`config.mk`:
```
export PLATFORM = sky130hd
export DESIGN_NAME = port_wr_frontend
export DESIGN_NICKNAME = d
export VERILOG_FILES = /design/src/switch_pkg.sv /design/src/port_wr_frontend.sv
export SDC_FILE = /design/constraint.sdc
export NUM_CORES = 1
export LEC_CHECK = 0
export ABC_AREA = 1
export BUFFER_PORTS_ARGS = -buffer_cell sky130_fd_sc_hd__buf_4
export CORE_MARGIN = 4
export CORE_UTILIZATION = 35
export DETAILED_ROUTE_END_ITERATION = 8
export SYNTH_ARGS = -nofsm -noshare
export SYNTH_HDL_FRONTEND = slang
export SYNTH_SLANG_ARGS = --single-unit
```
`constraint.sdc`:
```
create_clock -name clk -period 2 [get_ports clk]
set_input_delay 0 -clock clk [delete_from_list [all_inputs] [get_ports clk]]
set_output_delay 0 -clock clk [all_outputs]
set_load 0.1 [all_outputs]
```
`src/switch_pkg.sv`:
```
package switch_pkg;

    // switch geometry
    localparam int N_PORTS       = 4;
    localparam int N_PRIOR       = 4;
    localparam int PAGE_WORDS    = 8;
    localparam int N_PAGES       = 32;
    localparam int MAX_PKT_WORDS = 64;
    localparam int MAX_PKT_PAGES = MAX_PKT_WORDS / PAGE_WORDS;
    localparam int QUEUE_DEPTH   = 8;

    typedef logic [15:0] data_t;
    typedef logic [4:0]  page_t;
    typedef logic [1:0]  port_t;
    typedef logic [1:0]  prior_t;
    // length in words, 1 to MAX_PKT_WORDS
    typedef logic [6:0]  len_t;

    // first word of a packet, dest in the low bits
    typedef struct packed {
        logic [11:0] spare;
        prior_t      prior;
        port_t       dest;
    } pkt_header_t;

    // the sop word is forwarded as data and also decoded as a header
    typedef union packed {
        data_t       raw;
        pkt_header_t hdr;
    } pkt_word_u;

    typedef struct packed {
        logic  vld;
        logic  sop;
        logic  eop;
        data_t word;
    } wr_stream_t;

    typedef struct packed {
        port_t  dest;
        prior_t prior;
        port_t  bank;
        page_t  head;
        len_t   len;
    } pkt_desc_t;

    typedef struct packed {
        logic  vld;
        logic  eop;
        data_t data;
    } rd_word_t;

endpackage
```
`src/port_wr_frontend.sv`:
```
`timescale 1ns/1ps

module port_wr_frontend (
    input  logic                    clk,
    input  logic                    rst_n,
    input  logic                    wr_sop,
    input  logic                    wr_eop,
    input  logic                    wr_vld,
    input  switch_pkg::data_t       wr_data,
    output switch_pkg::wr_stream_t  stream,
    output switch_pkg::pkt_header_t header
);
    import switch_pkg::*;

    logic      in_pkt;
    logic      accept;
    pkt_word_u word_u;

    // words outside sop..eop are dropped
    assign accept     = wr_vld && (wr_sop || in_pkt);
    assign word_u.raw = wr_data;

    always_ff @(posedge clk) begin
        if (!rst_n) begin
            in_pkt <= 1'b0;
        end else if (accept) begin
            // a single-word packet opens and closes in the same cycle
            in_pkt <= !wr_eop;
        end
    end

    // one register stage towards the bank
    always_ff @(posedge clk) begin
        if (!rst_n) begin
            stream.vld <= 1'b0;
            stream.sop <= 1'b0;
            stream.eop <= 1'b0;
        end else begin
            stream.vld  <= accept;
            stream.sop  <= accept && wr_sop;
            stream.eop  <= accept && wr_eop;
            stream.word <= word_u.raw;
        end
    end

    // header held until the next sop
    always_ff @(posedge clk) begin
        if (accept && wr_sop) begin
            header <= word_u.hdr;
        end
    end

endmodule

```
Word-level counts from Yosys, hierarchy flattened
Cells that the tools add are included.
{"block": "classes", "reduce_logical": 5}
{"operator": "1-bit logical AND", "n": 3}
{"operator": "1-bit logical NOT", "n": 1}
{"operator": "1-bit logical OR", "n": 1}
{"block": "totals", "out_inout_bits": 35, "inputBits": 21, "reg_bits": 36, "word_cells": 13}

Depth between registers and ports, before layout
{"block": "depth", "ltp_word": 3, "mapped_depth": 4, "depth_no_buf": 4}

Worst setup path after synthesis
OpenSTA, ideal clock, no wires.
{"block": "synth_path", "path_kind": "register -> register", "start": "register in_pkt", "end": "register header[0] (netlist name), enable pin", "path_buffers": 0, "t_arrival_ps": 1148, "setup_slack_ps": 463, "path_stages_with_launch": 5, "setup_time_ps": 389, "required_time_ps": 1611, "synth_period_minus_slack_ps": 1537, "path_cell_list": "dfxtp_1 -> inv_1 -> nand2_1 -> nand2_1 -> nor2_1"}
{"block": "synth_via", "elab_chain_cells": 3}
{"element": "start: declaration", "line": "port_wr_frontend.sv:15", "source": "logic in_pkt;"}
{"element": "start signal: assignment", "line": "port_wr_frontend.sv:28", "source": "in_pkt <= !wr_eop;"}
{"element": "1-bit logical OR", "line": "port_wr_frontend.sv:20", "source": "assign accept = wr_vld && (wr_sop || in_pkt);"}
{"element": "1-bit logical AND", "line": "port_wr_frontend.sv:20"}
{"element": "1-bit logical AND", "line": "port_wr_frontend.sv:48", "source": "if (accept && wr_sop) begin"}
{"element": "end signal: assignment", "line": "port_wr_frontend.sv:49", "source": "header <= word_u.hdr;"}
{"element": "end: declaration", "line": "port_wr_frontend.sv:11", "source": "output switch_pkg::pkt_header_t header"}
No other way between the ends.
A chain may end at the register's enable or synchronous reset.

Final worst setup path
{"block": "layout_path", "start": "input port wr_sop", "end": "register stream[16] (netlist name)"}
{"block": "layout_via", "elab_chain_cells": 3}
{"element": "start: declaration", "line": "port_wr_frontend.sv:6", "source": "input logic wr_sop,"}
{"element": "1-bit logical OR", "line": "port_wr_frontend.sv:20"}
{"element": "1-bit logical AND", "line": "port_wr_frontend.sv:20"}
{"element": "1-bit logical AND", "line": "port_wr_frontend.sv:41", "source": "stream.eop <= accept && wr_eop;"}
{"element": "end: declaration", "line": "port_wr_frontend.sv:10", "source": "output switch_pkg::wr_stream_t stream,"}
No other way between the ends.

==> impl_metrics.toml <==
[drt]
wl_per_cell_um = 12.7
dr.first_iter.drc_count = 15
drt_pass1_iterations = 4
route.vias.total = 730
routed_wirelength_um = 2280
route.detailed.vias_per_inst = 4.08
drc = 0
drt.antenna.violating_nets = 0

[sta]
timing_max_transition_violations_final = 0
rsz0062_at_grt = "no"
timing.fmax_mhz = 734
report.final.setup_viol = 0
setup_tns_ns = 0
worst_slew_pin_tran_ns = 0.284
timing.final.hold_violations = 0
final_layout_worst_hold_slack_ns = 0.0242
slew_headroom = 0.812
timing.final.crit_share = 0.681
timing.clock.skew_ns = 0.00409
finalCriticalPeriod_ns = 1.36

[logic_synthesis]
synth_xor_area_frac = 0
share_of_the_synthesized_area_in_compound_gates_ao_oa_aoi_oai = 0.00794
netlist_top_cells_area = "edfxtp_1 87%, dfxtp_1 7.3%, inv_1 1.7%"
synth_top_family_by_area = "simple AND/OR/NAND/NOR gates"
ys_seq_area_frac = 0.943
synth_simple_gate_area_share = 0.0317
synth_cells = 50
synthDominantCellAreaShare = 0.871
yosys.area.top_type = "edfxtp_1"
synthesis.yosys.warnings = 0
synth.mux.area_fraction = 0
synth_fp_nets = 71
netlist-cell-type-count = 8
post_synth_fa_ha_maj_area_fraction = 0
synth.ff_latch_count = 36
avgSynthCellArea_um2 = 22.1
mappedNetlistArea_mm2 = 0.00110

[power_and_ir_drop]
power_density_mw_per_mm2 = 912
ir_drop_v = 0.000530
cellLeakagePower_nw = 0.776
totalPowerFinal_mw = 1.69

[clock_tree]
postCtsSetupBuffers = 0
cts-root-buf = "clkbuf_4"
clkLatencyLatePin_ns = 0.33
cts-buffers-inserted = 5
h-tree-depth = 2
cts_buffer_depth = 2
cts_tree = "built"
cts.clk_slew.worst_paths_ns = 0.10
cts.sink_count = 36
cts_resized = 0

[placed_design]
place.detailed.hpwl_um = 1460
gpl.final_weighted_congestion = 0.637
io_buffer_count = 55
post_dp_cell_area_mm2 = 0.00158

[global_routing]
groute.usage.overall = 0.124
grt_pass1_wl_um = 3660
grt_pass1_vias = 808
grt.overflow.total = 0
antenna_found_initial = 0
grt_start_max_net_pins = 19

[floorplan]
die_w_um = 64.2
design.core.area_mm2 = 0.00303
initial_core_util = 0.364
floorplan.rows = 20
design.portCount = 56
die_h_um = 64.2
die_area_mm2 = 0.00412

[run]
drv_cap = 0

[critical_path]
worst-setup-path-type = "in2reg"
cp.arrival_ns = 1.58
worstPathRequired_ns = 2.22
critical_path.startpoint_type = "input port"
cp-end-kind = "register"
path_max_fanout = 3

[final_layout]
layout-drive-gt1-share = 0.467
postLayoutCellArea_mm2 = 0.00185
antenna_cells = 0
nNetsFinal = 155
final_util = 0.610
layout.filler_cells = 233
area_growth_syn_to_layout_pct = 67.5

[min_path]
min_path_type = "in2reg"

[run_status]
outcome = "finished, final reports clean"
metrics by stage:
step	setup WS (ns)	instances
after floorplan	0.463	50
after CTS	0.704	179
after detailed placement	0.870	150
after global placement	0.900	150
after global routing	0.600	179
final	0.638	179
flip-flops by register name (all words and copies together) (netlist names):
name	flops
header	16
stream	19
in_pkt	1
placed cells by master, fill, tap and decap left out, drive strengths merged:
cell	n
edfxtp	32
or2	1
clkbuf	8
dlygate4sd3	21
nand3	2
nand2	2
dfxtp	4
nor2	3
buf	56
inv	5
a21oi	1
cells in the mapped netlist:
| library cell | n |
|---|---|
| edfxtp_1 | 32 |
| inv_1 | 5 |
| a21oi_2 | 1 |
| nand3_1 | 2 |
| nand2_1 | 2 |
| dfxtp_1 | 4 |
| or2_0 | 1 |
| nor2_1 | 3 |
cell type report:
cell class	instances	area [µm²]	area share
clock buffer	8	58.8	0.0318
inverter	5	18.8	0.0102
multi-input combinational	9	43.8	0.0237
sequential	36	1040	0.563
tap	44	55.1	0.0298
timing repair buffer	77	631	0.341
power by group:
group	internal [mW]	switching, mW	leakage [nW]	total [mW]
Combinational	0.100	0.324	0.407	0.424
Clock	0.173	0.216	0.0326	0.389
Sequential	0.862	0.0103	0.337	0.872
Total	1.14	0.550	0.776	1.69
critical path: stages:
cell and delay, ns:
dlygate4sd3_1 0.55, buf_4 0.13, inv_1 0.09, nand2_1 0.09
nand3_1 0.13, nor2_1 0.05, dlygate4sd3_1 0.55
timing repair:
action	CTS	global route
setup endpoints to repair	0	0
hold endpoints to repair	36	0
hold buffers	21	0
final timing paths:
check | start | endpoint | slack [ns] | depth (start not counted)
min reg2reg | in_pkt | in_pkt | 0.59 | 3
max reg2reg | in_pkt | stream[17] | 0.71 | 5
min | rst_n | in_pkt | 0.02 | 3
max | wr_sop | stream[16] | 0.64 | 7
logic make-up (layout without fill, tap and decap cells):
kind of cell	count (synthesis)	in the layout
flops	36	36
simple gates	8	8
buf+inv	5	90
compound gates	1	1
layer usage:
layer,share of wire,global-route usage
met1,0.34,0.123
met2,0.54,0.210
met3,0.10,0.0598
met4,0.020,0.0712
met5,0,0
No activity file was read; power rests on OpenSTA's default activity.
