$ cat src/switch_pkg.sv
package switch_pkg;

    // switch geometry
    localparam int N_PORTS       = 4;
    localparam int N_PRIOR       = 4;
    localparam int PAGE_WORDS    = 8;
    localparam int N_PAGES       = 32;
    localparam int MAX_PKT_WORDS = 64;
    localparam int MAX_PKT_PAGES = MAX_PKT_WORDS / PAGE_WORDS;
    localparam int QUEUE_DEPTH   = 8;

    typedef logic [15:0] data_t;
    typedef logic [4:0]  page_t;
    typedef logic [1:0]  port_t;
    typedef logic [1:0]  prior_t;
    // length in words, 1 to MAX_PKT_WORDS
    typedef logic [6:0]  len_t;

    // first word of a packet, dest in the low bits
    typedef struct packed {
        logic [11:0] spare;
        prior_t      prior;
        port_t       dest;
    } pkt_header_t;

    // the sop word is forwarded as data and also decoded as a header
    typedef union packed {
        data_t       raw;
        pkt_header_t hdr;
    } pkt_word_u;

    typedef struct packed {
        logic  vld;
        logic  sop;
        logic  eop;
        data_t word;
    } wr_stream_t;

    typedef struct packed {
        port_t  dest;
        prior_t prior;
        port_t  bank;
        page_t  head;
        len_t   len;
    } pkt_desc_t;

    typedef struct packed {
        logic  vld;
        logic  eop;
        data_t data;
    } rd_word_t;

endpackage
$ cat src/port_rd_engine.sv
`timescale 1ns/1ps

module port_rd_engine #(
    parameter int N_PORTS = switch_pkg::N_PORTS
) (
    input  logic                               clk,
    input  logic                               rst_n,
    input  switch_pkg::port_t                  port_idx,
    input  logic                               ready,
    input  switch_pkg::pkt_desc_t              head,
    input  logic                               head_vld,
    output logic                               pop,
    output logic                               claim,
    output switch_pkg::port_t                  claim_bank,
    output switch_pkg::pkt_desc_t              claim_desc,
    input  logic [N_PORTS-1:0]                 grant,
    input  switch_pkg::rd_word_t [N_PORTS-1:0] bank_words,
    output logic                               rd_sop,
    output logic                               rd_eop,
    output logic                               rd_vld,
    output switch_pkg::data_t                  rd_data
);
    import switch_pkg::*;

    logic     first;
    logic     take;
    rd_word_t in_word;

    // ready is only looked at between packets
    assign pop        = !claim && ready && head_vld && head.dest == port_idx;
    assign claim_bank = claim_desc.bank;
    assign in_word    = bank_words[claim_bank];
    // only words from a bank that granted this engine
    assign take       = claim && grant[claim_bank] && in_word.vld;

    always_ff @(posedge clk) begin
        if (!rst_n) begin
            claim <= 1'b0;
            first <= 1'b0;
        end else if (pop) begin
            claim      <= 1'b1;
            first      <= 1'b1;
            claim_desc <= head;
        end else if (take) begin
            first <= 1'b0;
            if (in_word.eop) begin
                claim <= 1'b0;
            end
        end
    end

    always_ff @(posedge clk) begin
        if (!rst_n) begin
            rd_vld <= 1'b0;
            rd_sop <= 1'b0;
            rd_eop <= 1'b0;
        end else begin
            rd_vld <= take;
            rd_sop <= take && first;
            rd_eop <= take && in_word.eop;
        end
    end

    always_ff @(posedge clk) begin
        rd_data <= in_word.data;
    end

endmodule

$ cat config.mk
export PLATFORM = sky130hd
export DESIGN_NAME = port_rd_engine
export DESIGN_NICKNAME = d
export VERILOG_FILES = /design/src/switch_pkg.sv /design/src/port_rd_engine.sv
export SDC_FILE = /design/constraint.sdc
export NUM_CORES = 1
export LEC_CHECK = 0
export BUFFER_PORTS_ARGS = -buffer_cell sky130_fd_sc_hd__buf_2
export CAP_MARGIN = 20
export CORE_UTILIZATION = 30
export CTS_CLUSTER_DIAMETER = 150
export DETAILED_ROUTE_END_ITERATION = 6
export GPL_TIMING_DRIVEN = 0
export PLACE_DENSITY_LB_ADDON = 0.05
export RECOVER_POWER = 25
export REMOVE_ABC_BUFFERS = 1
export SETUP_SLACK_MARGIN = 0.02
export SYNTH_ARGS = -nofsm -noshare
export SYNTH_HDL_FRONTEND = slang
export SYNTH_SLANG_ARGS = --single-unit
export TNS_END_PERCENT = 50
$ cat constraint.sdc
create_clock -name clk -period 4.4 [get_ports clk]
set_clock_uncertainty 0.05 [all_clocks]
set_input_delay 0.66 -clock clk [delete_from_list [all_inputs] [get_ports clk]]
set_output_delay 0.66 -clock clk [all_outputs]
set_load 0.1 [all_outputs]
**Word-level counts from Yosys, hierarchy flattened**

Index checks and enable logic that the tools add are counted.

- Register bits after elaboration: 39
- Latch bits: 0
- RAM bits: 0
- Memory bits (read-only): 0
- Input bits: 100
- Memories: 0

- Add/sub/neg operators: 0
- $mul: 0
- Div/mod/pow operators: 0
- Magnitude comparators: 1
- Equality and inequality tests: 1
- Shift-type cells: 0
- Multiplexer cells: 9
- Bitwise gates (word level): 0
- Reductions and logical operators: 12

Operator list:

| operator | count |
|---|---|
| $bmux 18 s2 | 1 |
| $mux 18 | 1 |
| $logic_and 1x1->1 | 7 |
| $mux 1 | 6 |
| $reduce_and 2->1 | 2 |
| $reduce_bool 2->1 | 2 |
| $lt 2x3->1 const B | 1 |
| $bmux 1 s2 | 1 |
| $eq 2x2->1 | 1 |
| $logic_not 1->1 | 1 |

**Longest topological paths before layout**

- Depth in word-level cells: 6
- Mapped depth: 4
- Mapped depth without buffers: 3

**Least setup slack after synthesis**

Ideal clock, no wire load.

- Path type: register -> register
- From: register claim
- To: register claim_desc, in the netlist claim_bank[0], enable pin
- Setup time: 0.376 ns
- Arrival: 3.874 ns
- Path slack: 0.100 ns
- Stages on the path, launching flop included: 4
- Buffers on the path: 0
- Path through: dfxtp_1 -> nand3b_1 -> nor3_1 -> and2_1

- Word-level cells in the longest chain between the ends: 5

Ends and longest elaborated chain:

| element | line | text |
|---|---|---|
| from (decl) | port_rd_engine.sv:13 | `output logic claim,` |
| from (signal assigned) | port_rd_engine.sv:38 | `claim <= 1'b0;` |
| from (signal assigned) | port_rd_engine.sv:41 | `claim <= 1'b1;` |
| from (signal assigned) | port_rd_engine.sv:47 | `claim <= 1'b0;` |
| $logic_not 1->1 | port_rd_engine.sv:30 | `assign pop = !claim && ready && head_vld && head.dest == port_idx;` |
| $logic_and 1x1->1 (3 in series) | port_rd_engine.sv:30 |  |
| via pop | port_rd_engine.sv:12 | `output logic pop,` |
| $reduce_and 2->1 (no line) | -- |  |
| to (signal assigned) | port_rd_engine.sv:43 | `claim_desc <= head;` |
| to (decl) | port_rd_engine.sv:15 | `output switch_pkg::pkt_desc_t claim_desc,` |

The timed path passes the listed nets, and every way through them passes these cells.
A chain may end at the register's enable or synchronous reset.

**Worst setup path in the final report**

- From: register claim_desc, in the netlist claim_bank[0]
- To: output port claim_bank[0]

RTL lines:

| element | line | text |
|---|---|---|
| to (decl) | port_rd_engine.sv:14 | `output switch_pkg::port_t claim_bank,` |

No word-level cell between the ends.

==> results.yml <==
logic_synthesis:
  synth.area.top_cells: "edfxtp_1 35%, dfxtp_1 27%, mux4_2 22%, mux4_1 5.1%, buf_4 1.5%"
  ys.warnings.count: 0
  synth_cells: 80
  synth_top_flop_cell: "dfxtp_1"
  synth-seq-area-share: 0.626
  synth-seq-cells: 39
  async_flop_share: 0
  synth.largest_area_cell: "edfxtp_1"
  netlist_top_cells_count: "21 x dfxtp_1, 18 x edfxtp_1, 15 x mux4_2"
  synth_top_area_share: 0.352
  syn_avg_cell_area_um2: 19.2
  yosysUniqueCellTypes: 17
  netlist_area_mm2: 0.00153
  synth_edf_count: 18
  synth.most_common_cell: "dfxtp_1"
clock_network:
  cts_resized: 0
  cts_tree: "built"
  htreeDepth: 2
  clockBufferDepth: 2
  cts_root_buffer: "clkbuf_8"
  clock_sinks: 39
  post-cts-setup-buffers: 0
  path_clk_slew_ns: 0.07
  insertion_delay_ns: 0.28
  numCtsBuffers: 5
  hold_buffers: 0
global_route:
  grt_overflow: 0
  grt_pass1_wl_um: 5440
  grt_max_degree: 21
  antenna_found_initial: 0
  first_global_vias: 1270
  track_usage: 0.141
critical_path:
  rr_startpoint: "claim_bank[0]$_DFFE_PP_"
  crit_path_start_kind: "flip-flop"
  r2r_slack_ns: 2.20
  worst_setup_path_end_kind: "primary output"
  worst_ep_arrival_time_ns: 2.24
  reg2reg_depth: 2
  critPathKind: "reg -> out"
  rr_endpoint: "rd_data[2]$_DFF_P_"
  crit_path_start: "claim_bank[0]$_DFFE_PP_"
  endpoint: "claim_bank[0]"
  cp_max_fo: 13
  crit_required_ns: 3.69
routing:
  ant_nets: 0
  drt-initial-drc-count: 42
  dr.pass1.iters: 4
  viasPerCell: 4.40
  routed_wl_um: 3790
  num_vias: 1277
  routedWlPerCell_um: 13.1
  drc_errors: 0
placement:
  dp_cells: 281
  dp_hpwl_um: 3060
  portBuffers: 140
  gp_congestion: 0.696
  post-place-ws_ns: 1.91
power:
  swShare: 0.308
  switchingPower_w: 0.000249
  totalPowerFinal_w: 0.000807
  max-vdd-ir-drop_v: 0.000110
  pwr_density_cell_mw_per_mm2: 342
  clockPowerShare: 0.290
  power_frac_comb: 0.219
  p_int_w: 0.000559
  power.leakage_nw: 1.09
  seq_power_share: 0.491
hold_path:
  whs_path_depth: 1
  hp-class: "reg -> reg"
floorplanning:
  die_area_mm2: 0.00540
  core_area_mm2: 0.00482
  start_util: 0.318
  die_h_um: 73.5
  rows: 25
  die_w_um: 73.5
  io-pin-count: 141
sta:
  hold_viol_final: 0
  finalSetupViolCount: 0
  worst_pin_slew_ns: 0.896
  min_period_ns: 2.95
  setup_slack_ns: 1.45
  slew_headroom: 0.403
  setup_tns_ns: 0
  finalMaxSlewViolations: 0
  achievable-frequency_ghz: 0.340
  rsz0062_at_grt: "false"
  fin_crit_sh: 0.669
layout:
  antenna_cells: 0
  final-instance-count-excl-fill: 290
  syn_to_final_growth_pct: 53.8
  final_util: 0.490
  fillers: 478
  drive_gt1_frac: 0.722
  nNetsFinal: 322
status:
  status: "finished, final reports clean"
flow_run:
  drv_cap: 0
## per-layer routing
| metal | vias to the layer above | GRT usage | wire length, µm |
|---|---|---|---|
| met4 | 0 | 0.0641 | 67 |
| met5 | - | 0 | 0 |
| met1 | 573 | 0.121 | 1220 |
| met2 | 91 | 0.273 | 2060 |
| li1 | 605 | - | - |
| met3 | 8 | 0.0617 | 435 |
## state kept, by name (all words and copies together) (netlist names)
signal,cells
rd_sop,1
claim_bank,2
claim_desc,16
claim,1
rd_eop,1
first,1
rd_data,16
rd_vld,1
## worst max-delay path: stages (launching register included)
cell      delay [ns]
edfxtp_1        0.65
clkbuf_1        0.73
buf_2           0.57
## final cells by class
type / count / area [µm²] / area share
Clock buffer: 5 / 68.8 / 0.0292
Clock inverter: 3 / 20.0 / 0.00848
Inverter: 1 / 3.75 / 0.00159
Multi-Input combinational cell: 34 / 520 / 0.221
Sequential cell: 39 / 961 / 0.407
Tap cell: 67 / 83.8 / 0.0355
Timing Repair Buffer: 141 / 702 / 0.297
## placed cells by master, fill, tap and decap left out, types with 3 or more instances in the layout
| cell | count |
|---|---|
| dfxtp_1 | 21 |
| clkbuf_1 | 3 |
| mux4_2 | 15 |
| nand2_1 | 5 |
| mux4_1 | 3 |
| edfxtp_1 | 18 |
| buf_2 | 138 |
| clkbuf_8 | 5 |
## power by group through the flow
| stage | combinational [W] | sequential [W] | clock [W] |
|---|---|---|---|
| final | 0.000177 | 0.000396 | 0.000234 |
| after global routing | 0.000186 | 0.000398 | 0.000261 |
| after floorplan | 0.0000266 | 0.000498 | 0 |
| after global placement | 0.000174 | 0.000405 | 0 |
| after detailed placement | 0.000178 | 0.000406 | 0 |
| after CTS | 0.000178 | 0.000397 | 0.000244 |
## metrics by stage
stage / area (µm²) / hold slack, ns
final: 2360 / 0.431
after global placement: 2270 / 0.424
after global routing: 2360 / 0.447
after detailed placement: 2270 / 0.422
after floorplan: 1490 / 0.407
after CTS: 2360 / 0.434
## worst min path at each step
| stage | startpoint | to | slack, ns |
|---|---|---|---|
| floorplan | first$_SDFFE_PN0P_ | rd_sop$_SDFF_PN0_ | 0.41 |
| finish | first$_SDFFE_PN0P_ | rd_sop$_SDFF_PN0_ | 0.43 |
| global placement | first$_SDFFE_PN0P_ | rd_sop$_SDFF_PN0_ | 0.42 |
| detailed placement | first$_SDFFE_PN0P_ | rd_sop$_SDFF_PN0_ | 0.42 |
| global route | first$_SDFFE_PN0P_ | rd_sop$_SDFF_PN0_ | 0.45 |
| CTS | first$_SDFFE_PN0P_ | rd_sop$_SDFF_PN0_ | 0.43 |
## cells by family after synthesis
| logic type | after synthesis | share of synthesized area |
|---|---|---|
| AO/OA/AOI/OAI | 3 | 0.0196 |
| XOR/XNOR | 2 | 0.0114 |
| flip-flops | 39 | 0.626 |
| AND/OR/NAND/NOR | 11 | 0.0367 |
| buffers and inverters | 7 | 0.0343 |
| multiplexers | 18 | 0.272 |
Note: power is estimated with default switching activity, not from simulation.
