`config.mk`:
```
export PLATFORM = sky130hd
export DESIGN_NAME = packet_bank
export DESIGN_NICKNAME = d
export VERILOG_FILES = /design/src/switch_pkg.sv /design/src/packet_bank.sv
export SDC_FILE = /design/constraint.sdc
export NUM_CORES = 2
export LEC_CHECK = 0
export BUFFER_PORTS_ARGS = -buffer_cell sky130_fd_sc_hd__buf_2
export CAP_MARGIN = 10
export CORE_MARGIN = 2
export CORE_UTILIZATION = 25
export CTS_CLUSTER_SIZE = 10
export DETAILED_ROUTE_END_ITERATION = 8
export PLACE_DENSITY_LB_ADDON = 0.12
export SLEW_MARGIN = 10
export SYNTH_ARGS = -nofsm -noshare
export SYNTH_HDL_FRONTEND = slang
export SYNTH_MEMORY_MAX_BITS = 65536
export SYNTH_SLANG_ARGS = --single-unit
export TNS_END_PERCENT = 1
```
`constraint.sdc`:
```
create_clock -name clk -period 4.8 [get_ports clk]
set_input_delay 0.48 -clock clk [delete_from_list [all_inputs] [get_ports clk]]
set_output_delay 0.48 -clock clk [all_outputs]
set_load 0.005 [all_outputs]
```
`src/switch_pkg.sv`:
```
package switch_pkg;

    // switch geometry
    localparam int N_PORTS       = 4;
    localparam int N_PRIOR       = 4;
    localparam int PAGE_WORDS    = 8;
    localparam int N_PAGES       = 32;
    localparam int MAX_PKT_WORDS = 64;
    localparam int MAX_PKT_PAGES = MAX_PKT_WORDS / PAGE_WORDS;
    localparam int QUEUE_DEPTH   = 8;

    typedef logic [15:0] data_t;
    typedef logic [4:0]  page_t;
    typedef logic [1:0]  port_t;
    typedef logic [1:0]  prior_t;
    // length in words, 1 to MAX_PKT_WORDS
    typedef logic [6:0]  len_t;

    // first word of a packet, dest in the low bits
    typedef struct packed {
        logic [11:0] spare;
        prior_t      prior;
        port_t       dest;
    } pkt_header_t;

    // the sop word is forwarded as data and also decoded as a header
    typedef union packed {
        data_t       raw;
        pkt_header_t hdr;
    } pkt_word_u;

    typedef struct packed {
        logic  vld;
        logic  sop;
        logic  eop;
        data_t word;
    } wr_stream_t;

    typedef struct packed {
        port_t  dest;
        prior_t prior;
        port_t  bank;
        page_t  head;
        len_t   len;
    } pkt_desc_t;

    typedef struct packed {
        logic  vld;
        logic  eop;
        data_t data;
    } rd_word_t;

endpackage
```
`src/packet_bank.sv`:
```
`timescale 1ns/1ps

module packet_bank #(
    parameter int N_PORTS    = switch_pkg::N_PORTS,
    parameter int N_PAGES    = switch_pkg::N_PAGES,
    parameter int PAGE_WORDS = switch_pkg::PAGE_WORDS
) (
    input  logic                                clk,
    input  logic                                rst_n,
    input  switch_pkg::port_t                   bank_idx,
    input  switch_pkg::wr_stream_t              stream,
    input  switch_pkg::pkt_header_t             header,
    output logic                                wr_full,
    output switch_pkg::pkt_desc_t               desc,
    output logic                                desc_vld,
    input  logic                                desc_ack,
    input  logic [N_PORTS-1:0]                  claim,
    input  switch_pkg::port_t [N_PORTS-1:0]     claim_bank,
    input  switch_pkg::pkt_desc_t [N_PORTS-1:0] claim_desc,
    output logic [N_PORTS-1:0]                  grant,
    output switch_pkg::rd_word_t                rd_word
);
    import switch_pkg::*;

    localparam int OFF_W  = $clog2(PAGE_WORDS);
    localparam int ADDR_W = $bits(page_t) + OFF_W;
    localparam int CNT_W  = $clog2(N_PAGES + 1);

    data_t            mem [N_PAGES*PAGE_WORDS];
    page_t            next_page [N_PAGES];
    page_t            free_fifo [N_PAGES];
    page_t            fl_rd;
    page_t            fl_wr;
    logic [CNT_W-1:0] free_cnt;
    page_t            init_cnt;
    logic             init_done;
    logic             push;
    page_t            push_page;

    logic              wr_busy;
    page_t             wr_cur;
    page_t             wr_head;
    logic [OFF_W-1:0]  wr_off;
    len_t              wr_len;
    logic              new_page;
    page_t             wr_page;
    logic [OFF_W-1:0]  wr_word_off;
    len_t              wr_len_now;
    logic [ADDR_W-1:0] wr_addr;

    logic              rd_run;
    page_t             rd_page;
    logic [OFF_W-1:0]  rd_off;
    len_t              rd_left;
    logic              rd_page_done;
    logic [ADDR_W-1:0] rd_addr;
    logic              win_vld;
    port_t             win;

    // a fresh page at sop and whenever the previous page filled up
    assign new_page    = stream.vld && (stream.sop || wr_off == '0);
    assign wr_page     = new_page ? free_fifo[fl_rd] : wr_cur;
    assign wr_word_off = stream.sop ? '0 : wr_off;
    assign wr_len_now  = stream.sop ? len_t'(1) : wr_len + len_t'(1);
    assign wr_addr     = {wr_page, wr_word_off};

    always_ff @(posedge clk) begin
        if (stream.vld) begin
            mem[wr_addr] <= stream.word;
        end
        if (new_page && !stream.sop) begin
            next_page[wr_cur] <= wr_page;
        end
    end

    always_ff @(posedge clk) begin
        if (!rst_n) begin
            wr_busy  <= 1'b0;
            wr_off   <= '0;
            desc_vld <= 1'b0;
        end else begin
            if (stream.vld) begin
                wr_busy <= !stream.eop;
                wr_off  <= wr_word_off + 1'b1;
                wr_cur  <= wr_page;
                wr_len  <= wr_len_now;
                if (stream.sop) begin
                    wr_head <= wr_page;
                end
            end
            if (stream.vld && stream.eop) begin
                desc_vld   <= 1'b1;
                desc.dest  <= header.dest;
                desc.prior <= header.prior;
                desc.bank  <= bank_idx;
                desc.head  <= stream.sop ? wr_page : wr_head;
                desc.len   <= wr_len_now;
            end else if (desc_ack) begin
                desc_vld <= 1'b0;
            end
        end
    end

    // room for a longest packet, nothing in flight, no descriptor waiting
    assign wr_full = !init_done || free_cnt < CNT_W'(MAX_PKT_PAGES) || desc_vld
                     || wr_busy || stream.vld;

    // free list gets every page after reset and then the pages the reader frees
    assign rd_page_done = rd_run && (rd_off == OFF_W'(PAGE_WORDS - 1) || rd_left == len_t'(1));
    assign push         = !init_done || rd_page_done;
    assign push_page    = init_done ? rd_page : init_cnt;

    always_ff @(posedge clk) begin
        if (push) begin
            free_fifo[fl_wr] <= push_page;
        end
    end

    always_ff @(posedge clk) begin
        if (!rst_n) begin
            init_cnt  <= '0;
            init_done <= 1'b0;
            fl_rd     <= '0;
            fl_wr     <= '0;
            free_cnt  <= '0;
        end else begin
            if (!init_done) begin
                init_cnt  <= init_cnt + 1'b1;
                init_done <= init_cnt == page_t'(N_PAGES - 1);
            end
            if (push) begin
                fl_wr <= fl_wr + 1'b1;
            end
            if (new_page) begin
                fl_rd <= fl_rd + 1'b1;
            end
            free_cnt <= free_cnt + CNT_W'(push) - CNT_W'(new_page);
        end
    end

    // lowest-index engine claiming this bank
    always_comb begin
        win_vld = 1'b0;
        win     = '0;
        for (int e = N_PORTS - 1; e >= 0; e--) begin
            if (claim[e] && claim_bank[e] == bank_idx) begin
                win_vld = 1'b1;
                win     = port_t'(e);
            end
        end
    end

    assign rd_addr = {rd_page, rd_off};

    always_ff @(posedge clk) begin
        if (!rst_n) begin
            grant       <= '0;
            rd_run      <= 1'b0;
            rd_word.vld <= 1'b0;
            rd_word.eop <= 1'b0;
        end else begin
            rd_word.vld  <= rd_run;
            rd_word.eop  <= rd_run && rd_left == len_t'(1);
            rd_word.data <= mem[rd_addr];
            if (grant == '0 && win_vld) begin
                grant[win] <= 1'b1;
                rd_run     <= 1'b1;
                rd_page    <= claim_desc[win].head;
                rd_off     <= '0;
                rd_left    <= claim_desc[win].len;
            end else begin
                // owner keeps the grant until the eop word is out
                if (rd_word.vld && rd_word.eop) begin
                    grant <= '0;
                end
                if (rd_run) begin
                    rd_left <= rd_left - 1'b1;
                    rd_off  <= rd_off + 1'b1;
                    if (rd_page_done) begin
                        rd_page <= next_page[rd_page];
                        rd_off  <= '0;
                    end
                    if (rd_left == len_t'(1)) begin
                        rd_run <= 1'b0;
                    end
                end
            end
        end
    end

endmodule

```
* Word-level counts from Yosys, hierarchy flattened
Memory sizes are Yosys's and may differ from the RTL's. A register that Yosys moved wholly into a read port is not among the register bits.
Index checks and enable logic that the tools add are counted.
** Word-level totals
- Register bits after elaboration :: 84
- Bits in writable memories :: 4416
- Input port bits :: 124
- Word-level logic and storage cells :: 119
- Memories kept :: 3
** Cells by class
- Add/subtract/negate cells :: 9
- Order comparisons :: 3
- Equal/unequal tests :: 7
- Multiplexer cells :: 41
- Bitwise logic cells :: 1
- Reductions and logical operators :: 32
** Memories
- mem :: depth 256, width 16, read ports 1, clocked after memory_dff 1, wr ports 1, RTL line packet_bank.sv:29 : data_t mem [N_PAGES*PAGE_WORDS];
- free_fifo :: depth 32, width 5, read ports 1, clocked after memory_dff 1, wr ports 1, RTL line packet_bank.sv:31 : page_t free_fifo [N_PAGES];
- next_page :: depth 32, width 5, read ports 1, clocked after memory_dff 1, wr ports 1, RTL line packet_bank.sv:30 : page_t next_page [N_PAGES];
** Operators by type and width (number)
- $mux W5 :: 9
- $bmux W18 S2 :: 1
- $mux W7 :: 3
- $mux W1 :: 17
- $add A5 B1 Y5 const B :: 3
- $logic_and A1 B1 Y1 :: 12
- $mux W12 :: 1
- $mux W3 :: 3
- $eq A2 B2 Y1 :: 4
- $mux W2 :: 4
- $mux W4 :: 2
- $reduce_bool A2 Y1 :: 4
- $add A7 B1 Y7 const B :: 1
- $eq A7 B1 Y1 const B :: 1
- $logic_or A1 B1 Y1 :: 7
- $sub A7 B1 Y7 const B :: 1
- $add A3 B1 Y3 const B :: 2
- $add A6 B1 Y6 :: 1
- $lt A6 B4 Y1 const B :: 1
- $reduce_and A2 Y1 :: 3
- $sub A6 B1 Y6 :: 1
- $eq A5 B5 Y1 const B :: 1
- $logic_not A4 Y1 :: 1
- $or A4 B4 Y4 :: 1
- 7 further kinds :: 9

* Longest topological paths before layout
- Word-level depth :: 12
- Mapped depth :: 17
- Mapped depth without buffers :: 16

* Worst setup path before layout
No wires, ideal clock.
- Path kind :: input to register
- From :: input port stream[18] (netlist name)
- To :: memory mem[134][0] (netlist name) (enable)
- Library setup time :: 388 ps
- Data arrival time :: 3440 ps
- Required time :: 4412 ps
- Path slack :: 972 ps
- Stages on the path :: 10
- Path buffers :: 4
- Path through :: clkbuf_1 -> o21ai_2 -> inv_1 -> buf_2 -> mux2i_4 -> inv_4 -> or4_1 -> clkbuf_1 -> buf_4 -> nor2_1
** On the way
- Longest elaborated chain between the ends :: 2
- Elaborated cells between the ends (all ways) :: 4
- Classes of those cells :: mux: 3; reduce/logical: 1
** Ends and longest elaborated chain
- start, declared :: RTL line packet_bank.sv:11 : input switch_pkg::wr_stream_t stream,
- $logic_and A1 B1 Y1 :: RTL line packet_bank.sv:61 : assign new_page = stream.vld && (stream.sop || wr_off == '0);
- $mux W5 :: RTL line packet_bank.sv:62 : assign wr_page = new_page ? free_fifo[fl_rd] : wr_cur;
- via wr_page[3] :: RTL line packet_bank.sv:46 : page_t wr_page;
- end, declared :: RTL line packet_bank.sv:29
The timed path passes the listed nets, and every way through them passes these cells.

==> flow_summary.toml <==
[final_layout]
multi_input_area_um2 = 36900
nFillCells = 67400
final_cell_mix = "4482 x edfxtp_1, 847 x mux4_2, 590 x mux2i_1"
drive_gt1_share_pct = 26.6
area_growth_pct = 20.0
fin_nets = 9438
fin_area_um2 = 209000
seqCellArea_um2 = 135000
utilization_pct = 30.1
final_cells = 18800
final_common_cell = "edfxtp_1"

[setup_path]
arrival_ns = 5.30
cp.required_ns = 5.66
critPathLaunch = "rd_off[2]"
end_kind = "flop"
rrSetupSlack_ns = 0.36
crit_type = "reg -> reg"
worstSetupEndpoint = "rd_word[4]"
worstReg2RegEnd = "rd_word[4]"
worst_setup_path_start_kind = "flop"
rr_startpoint = "rd_off[2]"
ff2ff_path_depth = 12
cp_max_fo = 44

[global_routing]
grt_max_degree = 177
antenna_found_initial = 62
grtUsageTotal_pct = 15.4
grt_overflow = 0
grt_pass1_vias = 90900
grt_pass1_wl_um = 765000

[status]
violations = "max-slew violations"
outcome = "finished with violations"

[place]
port_buffers = 129
gp_congestion = 0.783
placed_cell_area_um2 = 193000
dp.cells = 17900
dp_hpwl_um = 347000
dp_slack_ns = 0.0521

[floorplan]
dieArea_um2 = 704000
coreArea_um2 = 695000
row_count = 306
die_y_um = 839
start_util_pct = 25.1
pin_count = 166
die_w_um = 839

[min_path]
hp-class = "in -> reg"

[synth]
syn-cell-area_um2 = 174000
synth_seq_area_share_pct = 77.7
synth.ff_latch_count = 4526
synth_edf_count = 4482
synth_fp_nets = 8474
synthCells = 8325
ys_warn_count = 0
synthArstFlopShare_pct = 0
ys.flop_type = "edfxtp_1"
syn_avg_cell_area_um2 = 20.9
synth_cell_type_count = 72

[power]
p_sw_share_pct = 26.5
seqPwrFrac_pct = 45.9
intPower_mw = 70.8
leakage_nw = 65.3
clockPowerShare_pct = 39.0
ir_worst_vdd_mv = 0.272
powerDensity_nw_per_um2 = 460
pwr-share-comb_pct = 15.1
p_sw_mw = 25.5

[drt]
vias_per_cell = 4.66
first_pass_iters = 5
antenna_left = 0
top_layer_used = "met4"
met1_length_um = 255000
wl_met3_um = 28300
route.met2.wl_um = 264000
detail_route.iter0.violations = 8136
routed_wl_um = 558000
avgRoutedWirePerCell_um = 29.7
via_count = 87600
drcViolationCount = 0

[sta]
maxSlewViolCount = 28
hold_viol = 0
min_period_ns = 4.44
setup_viol = 0
maxSlewHeadroom_pct = -1.00
setup_ws_ns = 0.361
tightest_slew_ns = 1.52
fmax_ghz = 0.225
period_share_pct = 92.5
fin_worst_skew_ns = 0.0447
rsz0062_at_grt = "no"

[clock_tree]
clk_latency_ns = 1.08
cts_tree = "built"
cts-buffers-inserted = 550
clock_sink_count = 4526
cts_max_path_buffers = 4
cts-root-buf = "clkbuf_16"
clk_pin_slew_ns = 0.06
cts_max_level = 6

[job]
cap_violations = 0
==> state kept, by name, summed over array words and instances (netlist names), 4 cells and up, named ones only <==
register / cells
wr_len: 7
next_page: 160
fl_wr: 5
fl_rd: 5
grant: 4
mem: 4096
wr_cur: 5
wr_head: 5
free_cnt: 6
init_cnt: 5
rd_word: 18
rd_page: 5
free_fifo: 160
desc: 18
rd_left: 7
==> how the worst min path moves through the flow <==
stage,to,depth (start not counted),startpoint,slack (ns)
final,desc[16],2,header[0],0.12
after global routing,mem[159][5],1,stream[5],0.04
after CTS,desc[15],2,header[3],0.005
after detailed placement,desc_vld,2,desc_vld,0.49
after global placement,wr_off[0],2,wr_off[0],0.49
after floorplan,rd_word[17],2,rd_run,0.45
==> synth_stat cells (12+ instances only) <==
cell / n / area [µm²]
edfxtp_1: 4482 / 135000
a22oi_1: 196 / 1470
nor2b_1: 12 / 75.1
nand3_1: 38 / 190
nor2_1: 373 / 1400
a221oi_1: 42 / 368
a31oi_1: 15 / 93.8
clkbuf_1: 262 / 983
nand2_1: 80 / 300
buf_4: 29 / 218
xor2_1: 15 / 131
buf_1: 63 / 236
and3_1: 36 / 225
o221ai_1: 207 / 1810
nand2b_1: 12 / 75.1
o22ai_1: 134 / 838
a222oi_1: 12 / 120
mux2_2: 14 / 158
xnor2_1: 18 / 158
nor4_1: 44 / 275
nand4_1: 14 / 87.6
inv_1: 23 / 86.3
mux2i_1: 590 / 5910
o21ai_0: 52 / 260
a211oi_1: 62 / 465
a22o_1: 25 / 219
dfxtp_1: 44 / 881
mux4_2: 847 / 19100
ha_1: 24 / 300
a21oi_1: 215 / 1080
buf_2: 145 / 726
nor3_1: 81 / 405
or3_1: 13 / 81.3
==> routing by layer <==
metal / GRT usage [%] / up-vias
li1: - / 37000
met1: 22.0 / 47600
met2: 25.2 / 2381
met3: 2.30 / 596
met4: 2.93 / 0
met5: 0 / -
==> final cells by class <==
cell class,count,area share (%)
multi-input combinational,3267,17.7
antenna,21,0.0251
timing repair buffer,915,4.44
clock inverter,110,0.535
sequential,4526,64.8
tap,9240,5.53
inverter,29,0.0580
clock buffer,688,6.97
==> through the flow <==
stage / setup TNS, ns / hold WS [ns] / power [mW]
3_5_place_dp: 0 / 0.489 / 59.9
5_1_grt: 0 / 0.0424 / 99.8
4_1_cts: 0 / 0.00491 / 97.9
2_1_floorplan: 0 / 0.453 / 52.5
3_3_place_gp: -0.0179 / 0.485 / 59.8
6_report: 0 / 0.119 / 96.3
==> what timing repair did <==
action	CTS	global route
buffers inserted	0	0
resized for setup	1	0
endpoints found under the setup margin	1	0
endpoints found under the hold margin	729	0
hold buffers	46	0
==> critical path, stage by stage (launching register included) <==
cell and delay, ns:
edfxtp_1 0.45, buf_12 0.21, nand2b_4 0.23, buf_12 0.22
buf_4 0.29, o221ai_1 0.45, o22ai_1 0.17, buf_4 0.18
a22oi_1 0.64, nand3_1 0.18, nor3_2 0.63, buf_12 0.19
nor3b_1 0.25
==> cell families after synthesis <==
kind of cell	Yosys count	synth area share, %
simple gates	773	2.14
mux	1454	14.5
flops	4526	77.7
fa+ha+maj	25	0.184
xor+xnor	33	0.166
compound gates	982	3.98
buf+inv	532	1.33
==> power groups by stage <==
stage,Clock [mW],Combinational (mW),Sequential [mW]
5_1_grt,40.1,15.4,44.2
2_1_floorplan,0,7.79,44.7
6_report,37.5,14.6,44.2
3_3_place_gp,0,14.8,45.0
3_5_place_dp,0,14.9,45.0
4_1_cts,38.7,15.0,44.2
Power figures use the tool's default switching activity.
